==> src/sbusSlotTimer.sv <==
/*
 Generates the two-cycle slot ticks that pace each memory phase.
 A rising start level realigns that phase's slots to the requester.
*/
`timescale 1ns/1ns

module sbusSlotTimer #(
  parameter int NumPhases = 2
) (
  input  logic                 SBUS,
  input  logic                 reset,
  input  logic [NumPhases-1:0] start,     // Request level per phase
  output logic [NumPhases-1:0] slotTick   // Slot boundary per phase
);

  logic [NumPhases-1:0] prevStart;        // Start level seen last cycle
  logic [NumPhases-1:0] slotCnt;          // High in the second half of a slot
  logic [NumPhases-1:0] startRise;

  // Start high now and low last cycle
  assign startRise = start & ~prevStart;

  // A rising start ticks at once, otherwise the counter decides
  assign slotTick = startRise | slotCnt;

  always_ff @(posedge SBUS) begin
    if (reset) begin
      prevStart <= '0;
      slotCnt   <= '0;
    end else begin
      prevStart <= start;
      // After a tick the next cycle is quiet, then the tick comes back
      slotCnt   <= ~slotTick;
    end
  end

endmodule

==> config.mk <==
export PLATFORM = sky130hd
export DESIGN_NAME = sbusSlotTimer
export DESIGN_NICKNAME = d
export VERILOG_FILES = /design/src/sbusSlotTimer.sv
export SDC_FILE = /design/constraint.sdc
export NUM_CORES = 1
export LEC_CHECK = 0
export ABC_AREA = 1
export BUFFER_PORTS_ARGS = -buffer_cell sky130_fd_sc_hd__buf_4
export CORE_AREA = 8 8 45 47
export DETAILED_ROUTE_END_ITERATION = 6
export DIE_AREA = 0 0 53 55
export GPL_ROUTABILITY_DRIVEN = 1
export HOLD_SLACK_MARGIN = 0.03
export PLACE_DENSITY = 0.34
export SLEW_MARGIN = 10
export SYNTH_ARGS = -nofsm -noshare
export SYNTH_HDL_FRONTEND = slang
export SYNTH_SLANG_ARGS = --single-unit
==> constraint.sdc <==
create_clock -name SBUS -period 0.8 [get_ports SBUS]
set_input_delay 0.04 -clock SBUS [delete_from_list [all_inputs] [get_ports SBUS]]
set_output_delay 0.04 -clock SBUS [all_outputs]
set_load 0.02 [all_outputs]
==> reports/qor.yml <==
run_status:
  outcome: "finished, violations left"
  violations: "setup timing"
grt:
  grt_pass1_wl_um: 531
  grt_pass1_vias: 150
  antenna_found_initial: 0
  grtUsageMet2_pct: 4.492
  grt_overflow_total: 0
  gr-usage-met3_pct: 1.070
  grtUsageMet1_pct: 1.826
  grt_start_max_net_pins: 5
  grt-busiest-layer: "met4"
  grt_usage_pct: 2.788
cts:
  h-tree-depth: 1
  clock_latency_ns: 0.23
  clock_tree.root_cell: "clkbuf_4"
  clockBufferDepth: 2
  cts_tree: "built"
  clock-sinks: 4
  numCtsBuffers: 3
  cts_setup_buffers: 0
  path_clk_slew_ns: 0.04
yosys:
  netlist_instances: 18
  yosys-top-cells-count: "inv_1, dfxtp_1, nor2_1"
  netlist_top_cells_area: "dfxtp_1, inv_1, nor2_1"
  synth-async-reset-ratio_pct: 0
  synthesis.nets: 22
  synth_most_common_cell: "inv_1"
  yosysTopAreaCell: "dfxtp_1"
  ys_ff_latch: 4
  synth_seq_area_share_pct: 58.18
  synth_edf_count: 0
  netlist_area_um2: 137.6
  ys.warnings.count: 0
  synth_cell_types: 5
  synth_top_area_share_pct: 58.18
  avgSynthCellArea_um2: 7.646
  synthFlopType: "dfxtp_1"
floorplan:
  dieHeight_um: 55
  die_w_um: 53
  start_util_pct: 9.946
  core_um2: 1384
  io_pins: 6
  rows: 14
  die_area_um2: 2915
cells_and_area:
  finalNetCount: 34
  nFillCells: 161
  drive_gt1_share_pct: 46.43
  syn2layout_area_growth_pct: 80.91
  multi_input_area_um2: 37.54
  regArea_um2: 81.33
  insertedDiodeCount: 0
placed_design:
  numPortBuffers: 5
  gp_congestion: 0.5759
setup_path:
  worst-setup-path-type: "reg -> out"
  worstPathMaxFanout: 2
  crit_chain: "inv_2, nand2_2, nand2_2, buf_6"
  cp_num_buf_inv: 2
  crit_path_top_delay_cell: "dfxtp_2"
  arrival_ns: 0.81
  worst_path_dominant_cell_family: "flip-flops"
  critical_path_required_ns: 0.76
  cp_common_cell: "nand2_2"
  cpPeakStageDelay_ns: 0.31
  endpoint_kind: "primary output"
  start_kind: "flop"
timing:
  drv_slew: 0
  finalClockSkew_ns: 0.001851
  fin_setup_tns_ns: -0.09649
  clock.fmax_mhz: 1173
  relSlewSlack_pct: 94.42
  rsz0062_at_grt: "yes"
  worst_slack_ns: -0.05274
  setup_viol: 2
  worst_slew_pin_slew_ns: 0.08346
  min_period_ns: 0.8527
  finalCritPeriodShare_pct: 106.6
  hold_viol: 0
  whs_ns: 0.04401
detailed_routing:
  vias: 128
  dr.pass1.iters: 3
  drc_errors: 0
  drt-total-wl_um: 348
  drtIter0Drc: 1
  wire_per_inst_um: 7.909
  vias_per_cell: 2.909
  final_antenna_net_count: 0
hold_path:
  hp-class: "in -> reg"
pwr:
  total_leakage_power_nw: 0.1255
  p_per_area_nw_per_um2: 2199
  ir_drop_mv: 0.4148
flow_run:
  maxCapViolCount: 0
-- worst min-delay path, cell delays in order --
cell and delay [ns]:
buf_4 0.12, inv_1 0.04, nor2_1 0.03
-- registers in the layout (all words and copies together) (netlist names) --
signal	flops
slotCnt	2
prevStart	2
-- logic make-up after synthesis --
logic type | count (synthesis) | synth area share (%)
buf+inv | 6 | 16.36
simple gates | 8 | 25.45
flops | 4 | 58.18
-- cells in the final DEF (no fill, tap or decap) --
cell	n
dlygate4sd3_1	2
nand2_2	3
nand2_1	1
dfxtp_1	3
clkbuf_4	3
inv_1	5
buf_4	3
buf_6	2
dfxtp_2	1
inv_2	1
nor2_1	4
-- layout make-up --
| class | count | area share (%) |
|---|---|---|
| inverters | 6 | 9.045 |
| well taps | 16 | 8.040 |
| multi-input cells | 8 | 15.08 |
| clock buffers | 3 | 9.045 |
| flip-flops and latches | 4 | 32.66 |
| repair buffers | 7 | 26.13 |
-- report_power, final --
part           internal [W]  switching [W]
logic             0.0000439      0.0000413
clock network      0.000167      0.0000770
registers          0.000214     0.00000377
-- final timing paths --
path           startpoint      endpoint  slack (ns)  cells past startpoint
max reg2reg  prevStart[1]    slotCnt[1]        0.19                      4
max          prevStart[1]   slotTick[1]       -0.05                      4
min reg2reg    slotCnt[1]    slotCnt[1]        0.49                      3
min              start[1]  prevStart[1]        0.04                      3
-- metal layers --
| layer | part of all wire [%] | up-vias |
|---|---|---|
| li1 | - | 68 |
| met1 | 32 | 57 |
| met2 | 63 | 3 |
| met3 | 4.9 | 0 |
| met4 | 0 | 0 |
| met5 | 0 | - |
-- per-stage QoR --
step | setup WS (ns) | area (µm²) | utilization [%] | total power, W | std cells
after floorplan | 0.1659 | 137.6 | - | 0.0002541 | 18
after global placement | 0.1798 | 195.2 | 14.10 | 0.0002870 | 39
after detailed placement | 0.1736 | 195.2 | 14.10 | 0.0002882 | 39
after CTS | -0.06420 | 245.2 | 17.72 | 0.0005638 | 44
after global routing | -0.09965 | 249.0 | 17.99 | 0.0005859 | 44
final | -0.05274 | 249.0 | 17.99 | 0.0005475 | 44
-- repair_timing --
action                                 in CTS  in global routing
pin swaps                                   0                  2
gates resized for setup                     2                  3
endpoints found under the hold margin       4                  0
setup endpoints to repair                   2                  2
hold buffers                                2                  0
Note: power is estimated with default switching activity, not from simulation.
