File: src/memPkg.sv
/*
 Core array geometry shared by the memory RTL and its testbench.
 Word and address widths follow the 36-bit MB20 word.
*/
package memPkg;

  // Bits in one memory word
  localparam int WordWidth = 36;

  // Word address bits on the SBUS
  localparam int AdrWidth = 18;     // 256K words addressable

  // Default depth of the core array
  // Smaller arrays read zero above the top word
  localparam int MemWords = 2 ** AdrWidth;

endpackage

File: src/sbusPkg.sv
/*
 SBUS request constants for the memory phases.
 Sizes of the request mask and word offset within a quadword.
*/
package sbusPkg;

  // Phases A and B of the MB20
  localparam int DefaultPhases = 2;

  // One request bit per word of the quadword
  localparam int RqWidth = 4;

  // Offset of a word inside its quadword
  localparam int OffsetWidth = 2;   // Wraps modulo four

endpackage

File: src/memPhase.sv
/*
 One MB20 memory phase. Captures a quadword request on a slot tick and
 walks the request mask, one word per slot, driving ackn and dataValid.
*/
`timescale 1ns/1ns

module memPhase (
  input  logic                         SBUS,
  input  logic                         reset,
  input  logic                         slotTick,   // Slot boundary for this phase
  input  logic                         start,      // Request level
  input  logic [memPkg::AdrWidth-1:0]  adr,        // Held stable while start rises
  input  logic [sbusPkg::RqWidth-1:0]  rq,         // Bit 0 is the word at the base offset
  output logic                         ackn,
  output logic                         dataValid,
  output logic [memPkg::AdrWidth-1:0]  readAdr     // Word being returned
);

  // Quadword base bits above the word offset
  localparam int BaseWidth = memPkg::AdrWidth - sbusPkg::OffsetWidth;

  logic [BaseWidth-1:0]            quadBase;       // Upper address of the quadword
  logic [sbusPkg::OffsetWidth-1:0] wordOffset;     // Running offset, wraps mod 4
  logic [sbusPkg::RqWidth-1:0]     toAck;          // Words not yet returned
  logic                            phaseIdle;

  assign phaseIdle = (toAck == '0);

  // Current slot's word is live while the low mask bit is set
  assign ackn      = toAck[0];
  assign dataValid = toAck[0];

  // Offset wraps inside the quadword, base never moves
  assign readAdr = {quadBase, wordOffset};

  // Control state
  always_ff @(posedge SBUS) begin
    if (reset) begin
      toAck      <= '0;
      wordOffset <= '0;
    end else if (slotTick) begin
      if (!phaseIdle) begin
        // Step to the next word of the quadword
        toAck      <= toAck >> 1;
        wordOffset <= wordOffset + 1'b1;
      end else if (start) begin
        // New transfer, start at the requested word
        toAck      <= rq;
        wordOffset <= adr[sbusPkg::OffsetWidth-1:0];
      end
    end
  end

  // Base address, loaded with the mask and never cleared
  always_ff @(posedge SBUS) begin
    if (slotTick && phaseIdle && start) begin
      quadBase <= adr[memPkg::AdrWidth-1:sbusPkg::OffsetWidth];
    end
  end

endmodule

File: config.mk
export PLATFORM = sky130hd
export DESIGN_NAME = memPhase
export DESIGN_NICKNAME = d
export VERILOG_FILES = /design/src/memPkg.sv /design/src/sbusPkg.sv /design/src/memPhase.sv
export SDC_FILE = /design/constraint.sdc
export NUM_CORES = 1
export LEC_CHECK = 0
export ABC_AREA = 1
export BUFFER_PORTS_ARGS = -buffer_cell sky130_fd_sc_hd__buf_2
export CAP_MARGIN = 20
export CELL_PAD_IN_SITES_DETAIL_PLACEMENT = 0
export CELL_PAD_IN_SITES_GLOBAL_PLACEMENT = 1
export CORE_ASPECT_RATIO = 0.9
export CORE_UTILIZATION = 31
export DETAILED_ROUTE_END_ITERATION = 12
export PLACE_DENSITY_LB_ADDON = 0.1
export SLEW_MARGIN = 30
export SYNTH_ARGS = -nofsm -noshare
export SYNTH_HDL_FRONTEND = slang
export SYNTH_SLANG_ARGS = --single-unit
File: constraint.sdc
create_clock -name SBUS -period 1.9 [get_ports SBUS]
set_clock_uncertainty 0.2 [all_clocks]
set_input_delay 0.285 -clock SBUS [delete_from_list [all_inputs] [get_ports SBUS]]
set_output_delay 0.285 -clock SBUS [all_outputs]
set_load 0.05 [all_outputs]
==> flow_summary.json, run 1 <==
{
  "powerDensity_nw_per_um2": 849,
  "yosysUniqueCellTypes": 11,
  "initial_core_util": 0.338,
  "track_usage": 0.126,
  "run_status": "finished, violations left",
  "clkSlewWorstSetupHoldPaths_ns": 0.11,
  "use_met2": 0.229,
  "gp_congestion": 0.736,
  "drtIter0Drc": 16,
  "path_class": "register to register",
  "cp-start-kind": "register",
  "grt_pass1_wl_mm": 2.82,
  "yosys_warnings": 0,
  "p_total_uw": 1120,
  "cp_max_fo": 17,
  "postRouteAntennaNets": 0,
  "fmax_mhz": 614,
  "ir_drop_mv": 0.493,
  "maxCapViolations": 0,
  "syn_area_sq_um": 863,
  "ys_seq_area_frac": 0.696,
  "final_common_cell": "buf_2",
  "clock_path_buffers": 2,
  "grt_pass1_vias": 693,
  "io_pins": 46,
  "syn-num-nets": 103,
  "cts-buffers-inserted": 3,
  "ys_ff_latch": 22,
  "cp.arrival_ns": 1.38,
  "mostFrequentLayoutCells": "buf_2 (45), nand2_1 (23), dlygate4sd3_1 (17)",
  "regArea_sq_um": 601,
  "n_fill_cell": 238,
  "drt_pass1_iterations": 8,
  "grt-ovfl-total": 0,
  "grtUsageMet3": 0.0423,
  "synth_top_area_frac": 0.557,
  "rows": 17,
  "wl_mm": 1.79,
  "fin_util": 0.518,
  "coreArea_sq_um": 2550,
  "antenna_cells": 0,
  "final_max_slew_viol_count": 0,
  "post-route-period-util": 0.857,
  "via_per_inst": 4.33,
  "die_h_microns": 52.1,
  "busiest_layer": "met2",
  "syn_inst": 77,
  "clock-sinks": 22,
  "h-tree-depth": 1,
  "dp_slack_ns": 0.285,
  "critPathCaptureType": "register",
  "drive_above_1_share": 0.387,
  "syn2layout_area_growth_pct": 53.2,
  "finalHoldViolCount": 0,
  "rsz0062_at_grt": "no",
  "multi_input_area_sq_um": 225,
  "cp.required_ns": 1.65,
  "final_cells": 170,
  "die_area_sq_um": 3000,
  "placed_cells": 149,
  "io_buffers": 45,
  "setup_violations": 0,
  "num_vias": 736,
  "fin_ws_ns": 0.272,
  "grt_use_met1": 0.146,
  "fin_nets": 169,
  "violations": "design-rule violations",
  "tightest_slew_ns": 0.480,
  "hpwl_mm": 1.17,
  "clock_latency_ns": 0.30,
  "cts_resized": 0,
  "fp.dieW_microns": 57.6,
  "slew_headroom": 0.679,
  "drc": 2,
  "period_minus_slack_ns": 1.63,
  "synth_area_leaders": "edfxtp_1 (56%), dfxtp_1 (14%), nand2_1 (10%)",
  "final.setup.tns_ns": 0,
  "worstHoldPathType": "primary input to register",
  "wl_per_cell_microns": 10.5,
  "root_buffer": "clkbuf_4",
  "leakagePower_uw": 0.000626,
  "antenna_found_initial": 0,
  "synth_top_cell_by_area": "edfxtp_1",
  "cts_tree": "built",
  "synth.avg_cell_area_sq_um": 11.2,
  "grt_max_degree": 18
}
## where the power goes
group | total, uW | switching [uW] | internal, uW
clock | 245 | 128 | 117
sequential | 570 | 16.9 | 553
combinational | 308 | 208 | 100
## layer usage
layer | routed length, microns | part of all wire
met5 | 0 | 0
met4 | 13 | 0.0073
met3 | 115 | 0.064
met2 | 886 | 0.49
met1 | 778 | 0.43
## layout make-up
class / count / area share
well taps: 28 / 0.0265
multi-input cells: 46 / 0.170
inverters: 8 / 0.0227
flip-flops and latches: 22 / 0.454
clock buffers: 4 / 0.0274
repair buffers: 62 / 0.299
## repair_timing
| action | 4_1_cts | 5_1_grt |
|---|---|---|
| hold buffers | 17 | 0 |
| endpoints found under the hold margin | 17 | 0 |
| buffers inserted | 0 | 0 |
## synthesized netlist by cell type, drive strengths merged
cell / number
nand2: 25
edfxtp: 16
nand3: 7
inv: 8
buf: 1
nor2: 13
a21oi: 1
dfxtp: 6
## cell families (layout without fill, tap and decap cells)
logic type,after synthesis,in the layout,share of synthesized area
flops,22,22,0.696
simple gates,45,45,0.255
buf+inv,9,74,0.0435
compound gates,1,1,0.00579
## critical path, stage by stage, from the launching register on
cell	delay [ns]
dfxtp_1	0.36
nor2_4	0.22
nand2_4	0.10
nor2_4	0.39
## registers in the layout (all words and copies together), names as in the netlist
name / count
toAck: 4
quadBase: 16
wordOffset: 2
## through the flow
step / instance area (sq um) / hold WS (ns)
after global placement: 1120 / 0.255
after detailed placement: 1120 / 0.260
after global routing: 1320 / 0.0268
final: 1320 / 0.0309
after CTS: 1320 / 0.0155
after floorplan: 863 / 0.154
## path summary, 6_finish.rpt
path / from / end / slack, ns / cells after the start
min reg2reg: toAck[3] / toAck[3] / 0.34 / 2
min: rq[3] / toAck[3] / 0.03 / 3
max: toAck[3] / quadBase[15] / 0.27 / 3
max reg2reg: toAck[3] / quadBase[15] / 0.27 / 3
No activity file was read; power rests on OpenSTA's default activity.
==> inputs of run 2 (changes only) <==
==> constraint.sdc (replaced) <==
create_clock -name SBUS -period 1.9 [get_ports SBUS]
set_clock_uncertainty 0.2 [all_clocks]
set_input_delay 0.095 -clock SBUS [delete_from_list [all_inputs] [get_ports SBUS]]
set_output_delay 0.095 -clock SBUS [all_outputs]
set_load 0.05 [all_outputs]
==> run 2 against run 1 <==
The run still ends with design-rule violations left; critical path depth increased by 3; routed wire length decreased by 1.6%; count of clock-buffer cells in the layout unchanged; combinational power increased by 3%; register-to-register slack got worse by 0.11 ns; worst setup slack got worse by 0.11 ns; clock power about the same; non-clock buffer count increased by 8; fmax decreased by 6.2%; critical path type unchanged; largest power group unchanged; highest routed layer is now met3.
==> flow_summary.json, run 2 (synthesis gave the netlist of run 1 again) <==
{
  "cts-buffers-inserted": 3,
  "slowest_stage": "dlygate4sd3_1",
  "cts_resized": 0,
  "finalHoldViolCount": 0,
  "largest-register": "quadBase",
  "critPathBufInv": 1,
  "hpwl_mm": 1.18,
  "maxCapViolations": 0,
  "fin_ws_ns": 0.164,
  "slowest_delay_ns": 0.56,
  "post-route-period-util": 0.913,
  "rr_worst_depth": 6,
  "cp_max_fo": 7,
  "antenna_found_initial": 0,
  "powerDensity_nw_per_um2": 810,
  "cts_setup_buffers": 0,
  "violations": "design-rule violations",
  "final.setup.tns_ns": 0,
  "clkSlewWorstSetupHoldPaths_ns": 0.12,
  "hold_slack_ns": 0.0811,
  "cp.arrival_ns": 1.78,
  "grt_pass1_vias": 685,
  "cts_tree": "built",
  "grt_use_met1": 0.141,
  "whs_path_depth": 6,
  "p_total_uw": 1140,
  "final_common_cell": "buf_2",
  "io_pins": 46,
  "die_area_sq_um": 3000,
  "fp.dieW_microns": 57.6,
  "crit_path_cell_trace": "nor2_4, nand2_4, nand2_1, nand3_1, dlygate4sd3_1, a21oi_1",
  "die_h_microns": 52.1,
  "initial_core_util": 0.338,
  "fmax_mhz": 576,
  "n_fill_cell": 240,
  "grt_max_degree": 18,
  "leakagePower_uw": 0.000657,
  "tightest_slew_ns": 0.461,
  "use_met2": 0.231,
  "fin_nets": 177,
  "clock_path_buffers": 2,
  "h-tree-depth": 1,
  "final_max_slew_viol_count": 0,
  "wl_per_cell_microns": 9.91,
  "critPathCaptureType": "register",
  "via_per_inst": 4.12,
  "antenna_cells": 0,
  "final_cells": 178,
  "dp_slack_ns": 0.287,
  "clock_latency_ns": 0.30,
  "grt-ovfl-total": 0,
  "postRouteAntennaNets": 0,
  "path_delay_family": "buffers and inverters",
  "gp_congestion": 0.696,
  "largest_reg_flops": 16,
  "drive_above_1_share": 0.367,
  "io_buffers": 45,
  "path_class": "register to register",
  "cp-start-kind": "register",
  "setup_violations": 0,
  "drc": 2,
  "grt_pass1_wl_mm": 2.75,
  "root_buffer": "clkbuf_4",
  "slew_headroom": 0.692,
  "drt_pass1_iterations": 8,
  "period_minus_slack_ns": 1.74,
  "cp_num_cells": 6,
  "cp.required_ns": 1.94,
  "rows": 17,
  "ctsHoldBuffers": 25,
  "wl_mm": 1.76,
  "grtUsageMet3": 0.0373,
  "rsz0062_at_grt": "no",
  "clock-sinks": 22,
  "worstHoldPathType": "primary input to register",
  "drtIter0Drc": 7,
  "busiest_layer": "met2",
  "track_usage": 0.124,
  "mostFrequentLayoutCells": "buf_2 (45), dlygate4sd3_1 (25), nand2_1 (23)",
  "syn2layout_area_growth_pct": 62.5,
  "num_vias": 734,
  "ir_drop_mv": 0.417,
  "largestRegisters": "quadBase x16, toAck x4, wordOffset x2",
  "placed_cells": 149,
  "run_status": "finished, violations left",
  "coreArea_sq_um": 2550
}
==> run 2: cell types whose count changed in the layout (fill, tap and decap cells not counted), sizes merged <==
cell,delta
dlygate4sd3,+8
==> run 2: path summary, 6_finish.rpt <==
| kind | startpoint | slack, ns | to |
|---|---|---|---|
| hold reg to reg | wordOffset[1] | 0.36 | wordOffset[1] |
| hold / removal | start | 0.08 | toAck[0] |
| setup reg to reg | toAck[0] | 0.16 | toAck[3] |
| setup / recovery | toAck[0] | 0.16 | toAck[3] |
==> run 2: cell type report <==
type	count	area (sq um)	area share
flip-flops and latches	22	601	0.428
repair buffers	70	475	0.339
multi-input cells	46	225	0.161
clock buffers	4	36.3	0.0259
well taps	28	35.0	0.0250
inverters	8	30.0	0.0214
==> run 2: tightest hold or removal path: cells and delay by family <==
| kind | cells | cell delay [ns] |
|---|---|---|
| buf+inv | 2 | 0.13 |
| simple gates | 4 | 0.32 |
==> run 2: routing by layer <==
| metal | vias to the layer above | routed length, microns |
|---|---|---|
| met3 | 0 | 94 |
| met1 | 314 | 789 |
| li1 | 396 | - |
| met4 | 0 | 0 |
| met5 | - | 0 |
| met2 | 24 | 881 |
==> run 2: through the flow <==
| stage | cell area [sq um] | util |
|---|---|---|
| 5_1_grt | 1400 | 0.550 |
| 2_1_floorplan | 863 | - |
| 3_3_place_gp | 1120 | 0.437 |
| 4_1_cts | 1400 | 0.550 |
| 3_5_place_dp | 1120 | 0.437 |
| 6_report | 1400 | 0.550 |
==> run 2: where the power goes <==
group          total, uW  leakage [uW]  switching, uW  internal (uW)
combinational        318      0.000439            208            111
sequential           570      0.000197           17.0            553
clock                248     0.0000210            132            117
