### src/memPkg.sv
/*
 Core array geometry shared by the memory RTL and its testbench.
 Word and address widths follow the 36-bit MB20 word.
*/
package memPkg;

  // Bits in one memory word
  localparam int WordWidth = 36;

  // Word address bits on the SBUS
  localparam int AdrWidth = 18;     // 256K words addressable

  // Default depth of the core array
  // Smaller arrays read zero above the top word
  localparam int MemWords = 2 ** AdrWidth;

endpackage

### src/sbusDataReturn.sv
/*
 Return path to the SBUS data lines. Picks the word of the valid phase,
 adds its parity and reports two phases driving data at once.
*/
`timescale 1ns/1ns

module sbusDataReturn #(
  parameter int NumPhases = 2
) (
  input  logic [NumPhases-1:0]         valid,              // dataValid per phase
  input  logic [memPkg::WordWidth-1:0] readWord [NumPhases],
  output logic [memPkg::WordWidth-1:0] data,
  output logic                         dataPar,
  output logic                         busCollision
);

  // Lowest-numbered valid phase wins, zero when the bus is quiet
  always_comb begin
    data = '0;
    for (int p = NumPhases - 1; p >= 0; p--) begin
      if (valid[p]) begin
        data = readWord[p];     // Lower phases overwrite higher ones
      end
    end
  end

  assign dataPar = ^data;       // XOR over all 36 bits

  // More than one bit set in valid
  assign busCollision = |(valid & (valid - 1'b1));

endmodule

### config.mk
export PLATFORM = sky130hd
export DESIGN_NAME = sbusDataReturn
export DESIGN_NICKNAME = d
export VERILOG_FILES = /design/src/memPkg.sv /design/src/sbusDataReturn.sv
export SDC_FILE = /design/constraint.sdc
export NUM_CORES = 1
export LEC_CHECK = 0
export BUFFER_PORTS_ARGS = -buffer_cell sky130_fd_sc_hd__buf_2
export CAP_MARGIN = 30
export CORE_MARGIN = 1
export CORE_UTILIZATION = 36
export DETAILED_ROUTE_END_ITERATION = 8
export GPL_ROUTABILITY_DRIVEN = 1
export PLACE_DENSITY = 0.85
export SYNTH_ARGS = -nofsm -noshare
export SYNTH_HDL_FRONTEND = slang
export SYNTH_SLANG_ARGS = --single-unit
### constraint.sdc
create_clock -name vclk -period 2.85
set_clock_uncertainty 0.2 [all_clocks]
set_input_delay 0.57 -clock vclk [all_inputs]
set_output_delay 0.57 -clock vclk [all_outputs]
set_load 0.02 [all_outputs]
==> results of run 1 <==
per-layer routing:
| metal | up-vias | track usage (%) | share of wire, % | routed length, microns |
|---|---|---|---|---|
| met5 | - | 0 | 0 | 0 |
| met4 | 0 | 1.28 | 0.55 | 16 |
| met3 | 2 | 0.833 | 9.6 | 278 |
| met2 | 72 | 38.2 | 51 | 1460 |
| met1 | 544 | 18.5 | 39 | 1130 |
| li1 | 651 | - | - | - |
cell usage after synthesis, drive strengths merged:
| library cell | count |
|---|---|
| a22o | 34 |
| a22oi | 6 |
| and2 | 1 |
| buf | 6 |
| clkbuf | 3 |
| nand2 | 4 |
| nor2b | 1 |
| o21ai | 2 |
| xnor2 | 51 |
| xnor3 | 1 |
| xor2 | 12 |
cells in the final DEF, fill, tap and decap left out:
cell     netlist  layout
a22o_1        33      33
buf_2          2     112
a22o_2         1       1
xnor3_1        1       1
nand2_1        4       4
xnor2_2        0       2
and2_1         1       1
xnor2_1       51      49
a22oi_2        1       1
nor2b_2        0       1
o21ai_0        2       2
a22oi_1        5       5
buf_4          0       4
xor2_1        12      12
area by class of cell:
type                       instances  area [sq um]  share of cell area, %
multi-input combinational        112           978                   60.9
timing repair buffer             116           591                   36.8
tap                               30          37.5                   2.34
cell families after synthesis:
family | Yosys count | synth area share [%]
XOR/XNOR | 64 | 57.6
buffers and inverters | 9 | 3.64
AND/OR/NAND/NOR | 6 | 2.76
AO/OA/AOI/OAI | 42 | 36.0
power groups by stage:
stage / Sequential [mW] / Clock (mW) / Combinational (mW)
floorplan: 0 / 0 / 0.341
finish: 0 / 0 / 0.492
global route: 0 / 0 / 0.541
CTS: 0 / 0 / 0.494
detailed placement: 0 / 0 / 0.492
global placement: 0 / 0 / 0.488
tightest hold or removal path, stage by stage:
cell,delay [ns]
buf_2,0.09
nand2_1,0.04
o21ai_0,0.05
buf_2,0.16
metrics by stage:
step           power (mW)  cells
2_1_floorplan       0.341    121
3_3_place_gp        0.488    258
3_5_place_dp        0.492    258
4_1_cts             0.494    258
5_1_grt             0.541    258
6_report            0.492    258
how the worst max path moves through the flow:
| stage | from | endpoint | slack [ns] | cells past startpoint |
|---|---|---|---|---|
| final | readWord[65] | dataPar | 0.10 | 8 |
| after global routing | valid[1] | dataPar | -0.05 | 8 |
| after CTS | readWord[51] | dataPar | 0.07 | 8 |
| after detailed placement | readWord[67] | dataPar | 0.07 | 8 |
| after global placement | readWord[67] | dataPar | 0.08 | 8 |
| after floorplan | valid[0] | dataPar | 0.24 | 7 |
==> impl_metrics.env, run 1 <==
export IMPL_rsz0062_at_grt="yes"
export IMPL_ff_latch_area_sq_um=0
export IMPL_comb_power_share_pct=100.0
export IMPL_yosys_area_top_type="xnor2_1"
export IMPL_synth_warnings=0
export IMPL_die_w_microns=54.6
export IMPL_synth_nets=195
export IMPL_pre_cts_slack_ns=0.0730
export IMPL_cts_resized=0
export IMPL_first_global_vias=1064
export IMPL_ys_types=14
export IMPL_maxCapViolations=0
export IMPL_hp_class="input pin to primary output"
export IMPL_finalWorstSetupSlack_ns=0.104
export IMPL_vias=1269
export IMPL_cpMostUsedCell="xnor2_1"
export IMPL_worstMarginPinSlew_ns=0.352
export IMPL_min_path_cells=4
export IMPL_initial_core_util_pct=39.2
export IMPL_antenna_found_initial=0
export IMPL_first_pass_iters=4
export IMPL_cp_data_required_time_ns=2.08
export IMPL_slowest_delay_ns=0.31
export IMPL_num_rows=18
export IMPL_diodes=0
export IMPL_critPathLaunchType="input pin"
export IMPL_setup_violations=0
export IMPL_swShare_pct=49.8
export IMPL_synth_top_area_share_pct=44.8
export IMPL_postCtsSetupRepairBufs=0
export IMPL_avgRoutedWirePerCell_microns=11.2
export IMPL_dp_hpwl_microns=2370
export IMPL_path_buf_inv=2
export IMPL_first_iter_violations=8
export IMPL_syn2layout_area_growth_pct=61.1
export IMPL_drt_total_wl_microns=2890
export IMPL_grt_max_degree=36
export IMPL_powerDensity_mw_per_mm2=306
export IMPL_fill_cells=231
export IMPL_design_area_sq_mm=0.00161
export IMPL_cts_hold_buffers_added=0
export IMPL_coreArea_sq_mm=0.00254
export IMPL_globalplace_congestion=0.716
export IMPL_fmax_mhz=364
export IMPL_die_h_microns=54.6
export IMPL_period_share_pct=96.3
export IMPL_min_period_ns=2.75
export IMPL_syn_area_sq_um=997
export IMPL_worstSetupPathType="input pin to primary output"
export IMPL_placed_cell_area_sq_mm=0.00159
export IMPL_design_die_area_sq_mm=0.00298
export IMPL_fin_nets=304
export IMPL_seqPwrFrac_pct=0
export IMPL_grtUsageTotal_pct=17.6
export IMPL_cp_end_kind="primary output"
export IMPL_holdWs_ns=1.29
export IMPL_cp_top_family="XOR/XNOR gates"
export IMPL_seq_cells=0
export IMPL_boundaryPins=112
export IMPL_ir_worst_vdd_mv=0.241
export IMPL_final_antenna_net_count=0
export IMPL_syn_avg_cell_area_sq_um=8.24
export IMPL_cp_arrival_ns=1.98
export IMPL_outcome="completed"
export IMPL_crit_slowest_cell="xnor3_1"
export IMPL_p_switching_mw=0.245
export IMPL_remaining_drc_errors=0
export IMPL_drv_slew=0
export IMPL_power_frac_clock_pct=0
export IMPL_setup_tns_ns=0
export IMPL_slew_headroom_pct=76.5
export IMPL_critPathMaxFanout=2
export IMPL_nClkBuffers=0
export IMPL_synthCells=121
export IMPL_yosysSeqAreaShare_pct=0
export IMPL_p_int_mw=0.247
export IMPL_worstHoldStart="readWord[69]"
export IMPL_grt_pass1_wl_microns=4070
export IMPL_final_core_util_pct=63.1
export IMPL_hold_end="data[33]"
export IMPL_gr_total_overflow=0
export IMPL_drive_gt1_share_pct=53.1
export IMPL_portBuffers=112
export IMPL_synth_area_top_cells="xnor2_1 45%, a22o_1 29%, xor2_1 11%"
export IMPL_vias_per_cell=4.92
export IMPL_hold_viol=0
export IMPL_leakagePower_nw=0.821
export IMPL_crit_chain="buf_2 > xnor2_2 > xnor2_1 > xnor2_1 > xnor2_1 > a22oi_2 > xnor3_1 > buf_2"
(Power assumes the default switching activity.)
==> inputs of run 2 (changes only) <==
--- a/config.mk
+++ b/config.mk
@@ -5,6 +5,7 @@
 export SDC_FILE = /design/constraint.sdc
 export NUM_CORES = 1
 export LEC_CHECK = 0
+export ABC_CLOCK_PERIOD_IN_PS = 3100
 export BUFFER_PORTS_ARGS = -buffer_cell sky130_fd_sc_hd__buf_2
 export CAP_MARGIN = 30
 export CORE_MARGIN = 1
==> constraint.sdc (replaced) <==
create_clock -name vclk -period 3.1
set_clock_uncertainty 0.2 [all_clocks]
set_input_delay 0.62 -clock vclk [all_inputs]
set_output_delay 0.62 -clock vclk [all_outputs]
set_load 0.02 [all_outputs]
==> run 2 against run 1 <==
  * Routed wire length up 4.5%
  * Non-clock buffer count down 1
  * Hold slack gained 0.11 ns
  * Cell count down 0.39%
  * Sequential share of layout area is the same
  * First-iteration DRC count stayed put
  * Flip-flop and latch count unchanged
  * Combinational power decreased by 8.3%
  * Largest cell class unchanged
  * Largest power group unchanged
  * Highest routed layer is now met3
==> impl_metrics.env, run 2 (synthesis results as in run 1) <==
export IMPL_portBuffers=112
export IMPL_maxCapViolations=0
export IMPL_hold_viol=0
export IMPL_drv_slew=0
export IMPL_period_share_pct=93.3
export IMPL_leakagePower_nw=0.805
export IMPL_antenna_found_initial=0
export IMPL_slew_headroom_pct=73.5
export IMPL_diodes=0
export IMPL_slowest_delay_ns=0.33
export IMPL_crit_slowest_cell="xnor3_1"
export IMPL_syn2layout_area_growth_pct=58.8
export IMPL_cts_hold_buffers_added=0
export IMPL_drt_total_wl_microns=3010
export IMPL_first_pass_iters=4
export IMPL_remaining_drc_errors=0
export IMPL_die_h_microns=54.6
export IMPL_cp_arrival_ns=2.07
export IMPL_critPathCapture="dataPar"
export IMPL_min_period_ns=2.89
export IMPL_mostFrequentLayoutCell="buf_2"
export IMPL_critPathMaxFanout=2
export IMPL_cpMostUsedCell="xnor2_1"
export IMPL_startpoint="readWord[67]"
export IMPL_setup_violations=0
export IMPL_die_w_microns=54.6
export IMPL_hp_class="input pin to primary output"
export IMPL_coreArea_sq_mm=0.00254
export IMPL_outcome="completed"
export IMPL_finalPower_mw=0.451
export IMPL_postCtsSetupRepairBufs=0
export IMPL_avgRoutedWirePerCell_microns=11.7
export IMPL_ff_latch_area_sq_um=0
export IMPL_fill_cells=258
export IMPL_design_die_area_sq_mm=0.00298
export IMPL_fmax_mhz=346
export IMPL_mostFrequentLayoutCells="112 x buf_2, 51 x xnor2_1, 33 x a22o_1"
export IMPL_vias_per_cell=5.02
export IMPL_globalplace_congestion=0.745
export IMPL_vias=1291
export IMPL_crit_chain="buf_2 > xor2_1 > xnor2_1 > xnor2_1 > xnor2_1 > a22oi_2 > xnor3_1 > buf_2"
export IMPL_fin_nets=303
export IMPL_grt_max_degree=43
export IMPL_critPathLaunchType="input pin"
export IMPL_ir_worst_vdd_mv=0.310
export IMPL_setup_tns_ns=0
export IMPL_grtUsageTotal_pct=18.6
export IMPL_powerDensity_mw_per_mm2=284
export IMPL_cts_resized=0
export IMPL_seq_cells=0
export IMPL_drive_gt1_share_pct=52.0
export IMPL_nClkBuffers=0
export IMPL_holdWs_ns=1.39
export IMPL_boundaryPins=112
export IMPL_final_antenna_net_count=0
export IMPL_dp_hpwl_microns=2570
export IMPL_cp_end_kind="primary output"
export IMPL_cp_data_required_time_ns=2.28
export IMPL_worstSetupPathType="input pin to primary output"
export IMPL_initial_core_util_pct=39.2
export IMPL_first_global_vias=1082
export IMPL_worstMarginPinSlew_ns=0.397
export IMPL_first_iter_violations=8
export IMPL_num_rows=18
export IMPL_rsz0062_at_grt="no"
export IMPL_grt_pass1_wl_microns=4250
export IMPL_gr_total_overflow=0
[run 2: changes by cell type in the layout (fill, tap and decap cells not counted)]
cell,delta
xnor2_1,+2
xnor2_2,-2
buf_4,-1
[run 2: routing by layer]
layer,part of all wire (%),wire length (microns),GRT usage (%),vias up
li1,-,-,-,649
met1,38,1140,19.6,570
met2,53,1600,41.0,72
met3,9.3,279,0.556,0
met4,0,0,0,0
met5,0,0,0,-
[run 2: critical path, delay by kind of cell]
| kind | cells | cell delay [ns] |
|---|---|---|
| xor+xnor | 5 | 0.96 |
| buf+inv | 2 | 0.28 |
| compound gates | 1 | 0.20 |
[run 2: stage by stage]
| step | utilization [%] | area, sq um | cells | setup WS, ns |
|---|---|---|---|---|
| CTS | 62.2 | 1580 | 257 | 0.188 |
| finish | 62.2 | 1580 | 257 | 0.207 |
| global placement | 62.2 | 1580 | 257 | 0.239 |
| detailed placement | 62.2 | 1580 | 257 | 0.191 |
| floorplan | - | 997 | 121 | 0.394 |
| global route | 62.2 | 1580 | 257 | 0.0852 |
[run 2: how the worst min path moves through the flow]
stage                            start       end  slack (ns)  cells after the start
after floorplan           readWord[31]  data[31]        1.21                      1
after global placement    readWord[69]  data[33]        1.39                      4
after detailed placement   readWord[0]   data[0]        1.39                      3
after CTS                  readWord[0]   data[0]        1.39                      3
after global routing      readWord[23]  data[23]        1.41                      3
final                     readWord[16]  data[16]        1.39                      3
[run 2: where the power goes]
group / total, mW / internal [mW] / switching, mW
logic: 0.451 / 0.225 / 0.225
registers: 0 / 0 / 0
clock network: 0 / 0 / 0
[run 2: cell type report]
cell class         instances  area [sq um]  share of cell area (%)
repair buffers           115           583                    36.8
well taps                 30          37.5                    2.37
multi-input cells        112           963                    60.8
==> inputs of run 3 (changes only) <==
--- a/config.mk
+++ b/config.mk
@@ -12,7 +12,9 @@
 export CORE_UTILIZATION = 36
 export DETAILED_ROUTE_END_ITERATION = 8
 export GPL_ROUTABILITY_DRIVEN = 1
+export GPL_TIMING_DRIVEN = 0
 export PLACE_DENSITY = 0.85
+export REMOVE_ABC_BUFFERS = 1
 export SYNTH_ARGS = -nofsm -noshare
 export SYNTH_HDL_FRONTEND = slang
 export SYNTH_SLANG_ARGS = --single-unit
==> run 3 against run 2 <==
  * Non-clock buffer count is the same
  * Via count grew 2.9%
  * Die area is the same
  * Maximum frequency shrank 2.0%
  * Global-route usage shrank 0.27 points
  * Highest routed layer unchanged
  * Clock-buffer cell count is the same
  * Design area grew 1.8%
  * Total power grew 1.2%
  * Sequential share of layout area is the same
  * Cell count grew 0.78%
  * Flip-flop and latch count is the same
==> impl_metrics.env, run 3 (synthesis results as in run 1) <==
export IMPL_outcome="completed"
export IMPL_first_pass_iters=4
export IMPL_drv_slew=0
export IMPL_die_h_microns=54.6
export IMPL_globalplace_congestion=0.712
export IMPL_cp_data_required_time_ns=2.28
export IMPL_coreArea_sq_mm=0.00254
export IMPL_mostFrequentLayoutCells="111 x buf_2, 51 x xnor2_1, 33 x a22o_1"
export IMPL_grt_pass1_wl_microns=4130
export IMPL_gr_total_overflow=0
export IMPL_num_rows=18
export IMPL_first_global_vias=1054
export IMPL_crit_chain="buf_6 > nor2b_4 > a22oi_1 > xnor2_1 > xnor2_1 > xnor2_1 > xnor3_1 > buf_2"
export IMPL_ir_worst_vdd_mv=0.243
export IMPL_cpMostUsedCell="xnor2_1"
export IMPL_critPathLaunchType="input pin"
export IMPL_slowest_delay_ns=0.29
export IMPL_fin_nets=305
export IMPL_grt_max_degree=49
export IMPL_nClkBuffers=0
export IMPL_portBuffers=112
export IMPL_final_antenna_net_count=0
export IMPL_initial_core_util_pct=39.2
export IMPL_fill_cells=249
export IMPL_fmax_mhz=339
export IMPL_drt_total_wl_microns=3170
export IMPL_cp_arrival_ns=2.13
export IMPL_p_switching_mw=0.229
export IMPL_powerDensity_mw_per_mm2=283
export IMPL_critPathMaxFanout=48
export IMPL_path_buf_inv=2
export IMPL_comb_power_share_pct=100.0
export IMPL_drive_gt1_share_pct=52.4
export IMPL_syn2layout_area_growth_pct=61.7
export IMPL_ff_latch_area_sq_um=0
export IMPL_slew_headroom_pct=45.8
export IMPL_maxCapViolations=0
export IMPL_use_met3_pct=0.833
export IMPL_worstSetupPathType="input pin to primary output"
export IMPL_diodes=0
export IMPL_vias_per_cell=5.13
export IMPL_cp_end_kind="primary output"
export IMPL_dp_hpwl_microns=2400
export IMPL_design_die_area_sq_mm=0.00298
export IMPL_first_iter_violations=14
export IMPL_leakagePower_nw=0.817
export IMPL_cts_hold_buffers_added=0
export IMPL_period_share_pct=95.2
export IMPL_finalPower_mw=0.456
export IMPL_hold_viol=0
export IMPL_grtUsageMet1_pct=20.0
export IMPL_worstMarginPinSlew_ns=0.809
export IMPL_seq_cells=0
export IMPL_pre_cts_slack_ns=-0.704
export IMPL_remaining_drc_errors=0
export IMPL_hp_class="input pin to primary output"
export IMPL_seqPwrFrac_pct=0
export IMPL_crit_slowest_cell="buf_6"
export IMPL_avgRoutedWirePerCell_microns=12.2
export IMPL_power_frac_clock_pct=0
export IMPL_vias=1328
export IMPL_cp_top_family="XOR/XNOR gates"
export IMPL_mostFrequentLayoutCell="buf_2"
export IMPL_grtUsageTotal_pct=18.3
export IMPL_met2_usage_pct=39.0
export IMPL_final_core_util_pct=63.4
export IMPL_die_w_microns=54.6
export IMPL_finalWorstSetupSlack_ns=0.149
export IMPL_p_int_mw=0.227
export IMPL_min_period_ns=2.95
export IMPL_rsz0062_at_grt="no"
export IMPL_setup_violations=0
export IMPL_boundaryPins=112
export IMPL_top_usage_layer="met2"
export IMPL_setup_tns_ns=0
export IMPL_antenna_found_initial=0
export IMPL_swShare_pct=50.1
run 3: cell types whose count changed in the layout (fill, tap and decap cells not counted), sizes merged:
cell	delta
nor2b	+2
run 3: metal layers:
metal  vias to the layer above  share of wire, %
met5                         -                 0
met4                         0                 0
met3                         0               7.5
met2                        60                55
met1                       609                37
li1                        659                 -
run 3: worst paths after layout:
check	startpoint	to	cells past startpoint
max	valid[0]	dataPar	8
min	readWord[28]	data[28]	3
run 3: cell type report:
cell class         count  area (sq um)  area share, %
well taps             30          37.5           2.33
repair buffers       115           589           36.5
multi-input cells    114           986           61.1
run 3: what timing repair did:
action / 4_1_cts / 5_1_grt
buffers inserted: 3 / 0
setup endpoints to repair: 1 / 1
cloned: 2 / 0
gates resized for setup: 1 / 1
run 3: power groups by stage:
stage	Combinational (mW)	Sequential, mW	Clock [mW]
global placement	0.444	0	0
detailed placement	0.449	0	0
CTS	0.458	0	0
global route	0.492	0	0
floorplan	0.305	0	0
finish	0.456	0	0
run 3: metrics by stage:
step	area, sq um	hold slack (ns)	std cells
after floorplan	961	1.21	112
after global placement	1560	1.39	254
after detailed placement	1570	1.39	254
after CTS	1610	1.39	259
after global routing	1610	1.41	259
final	1610	1.39	259
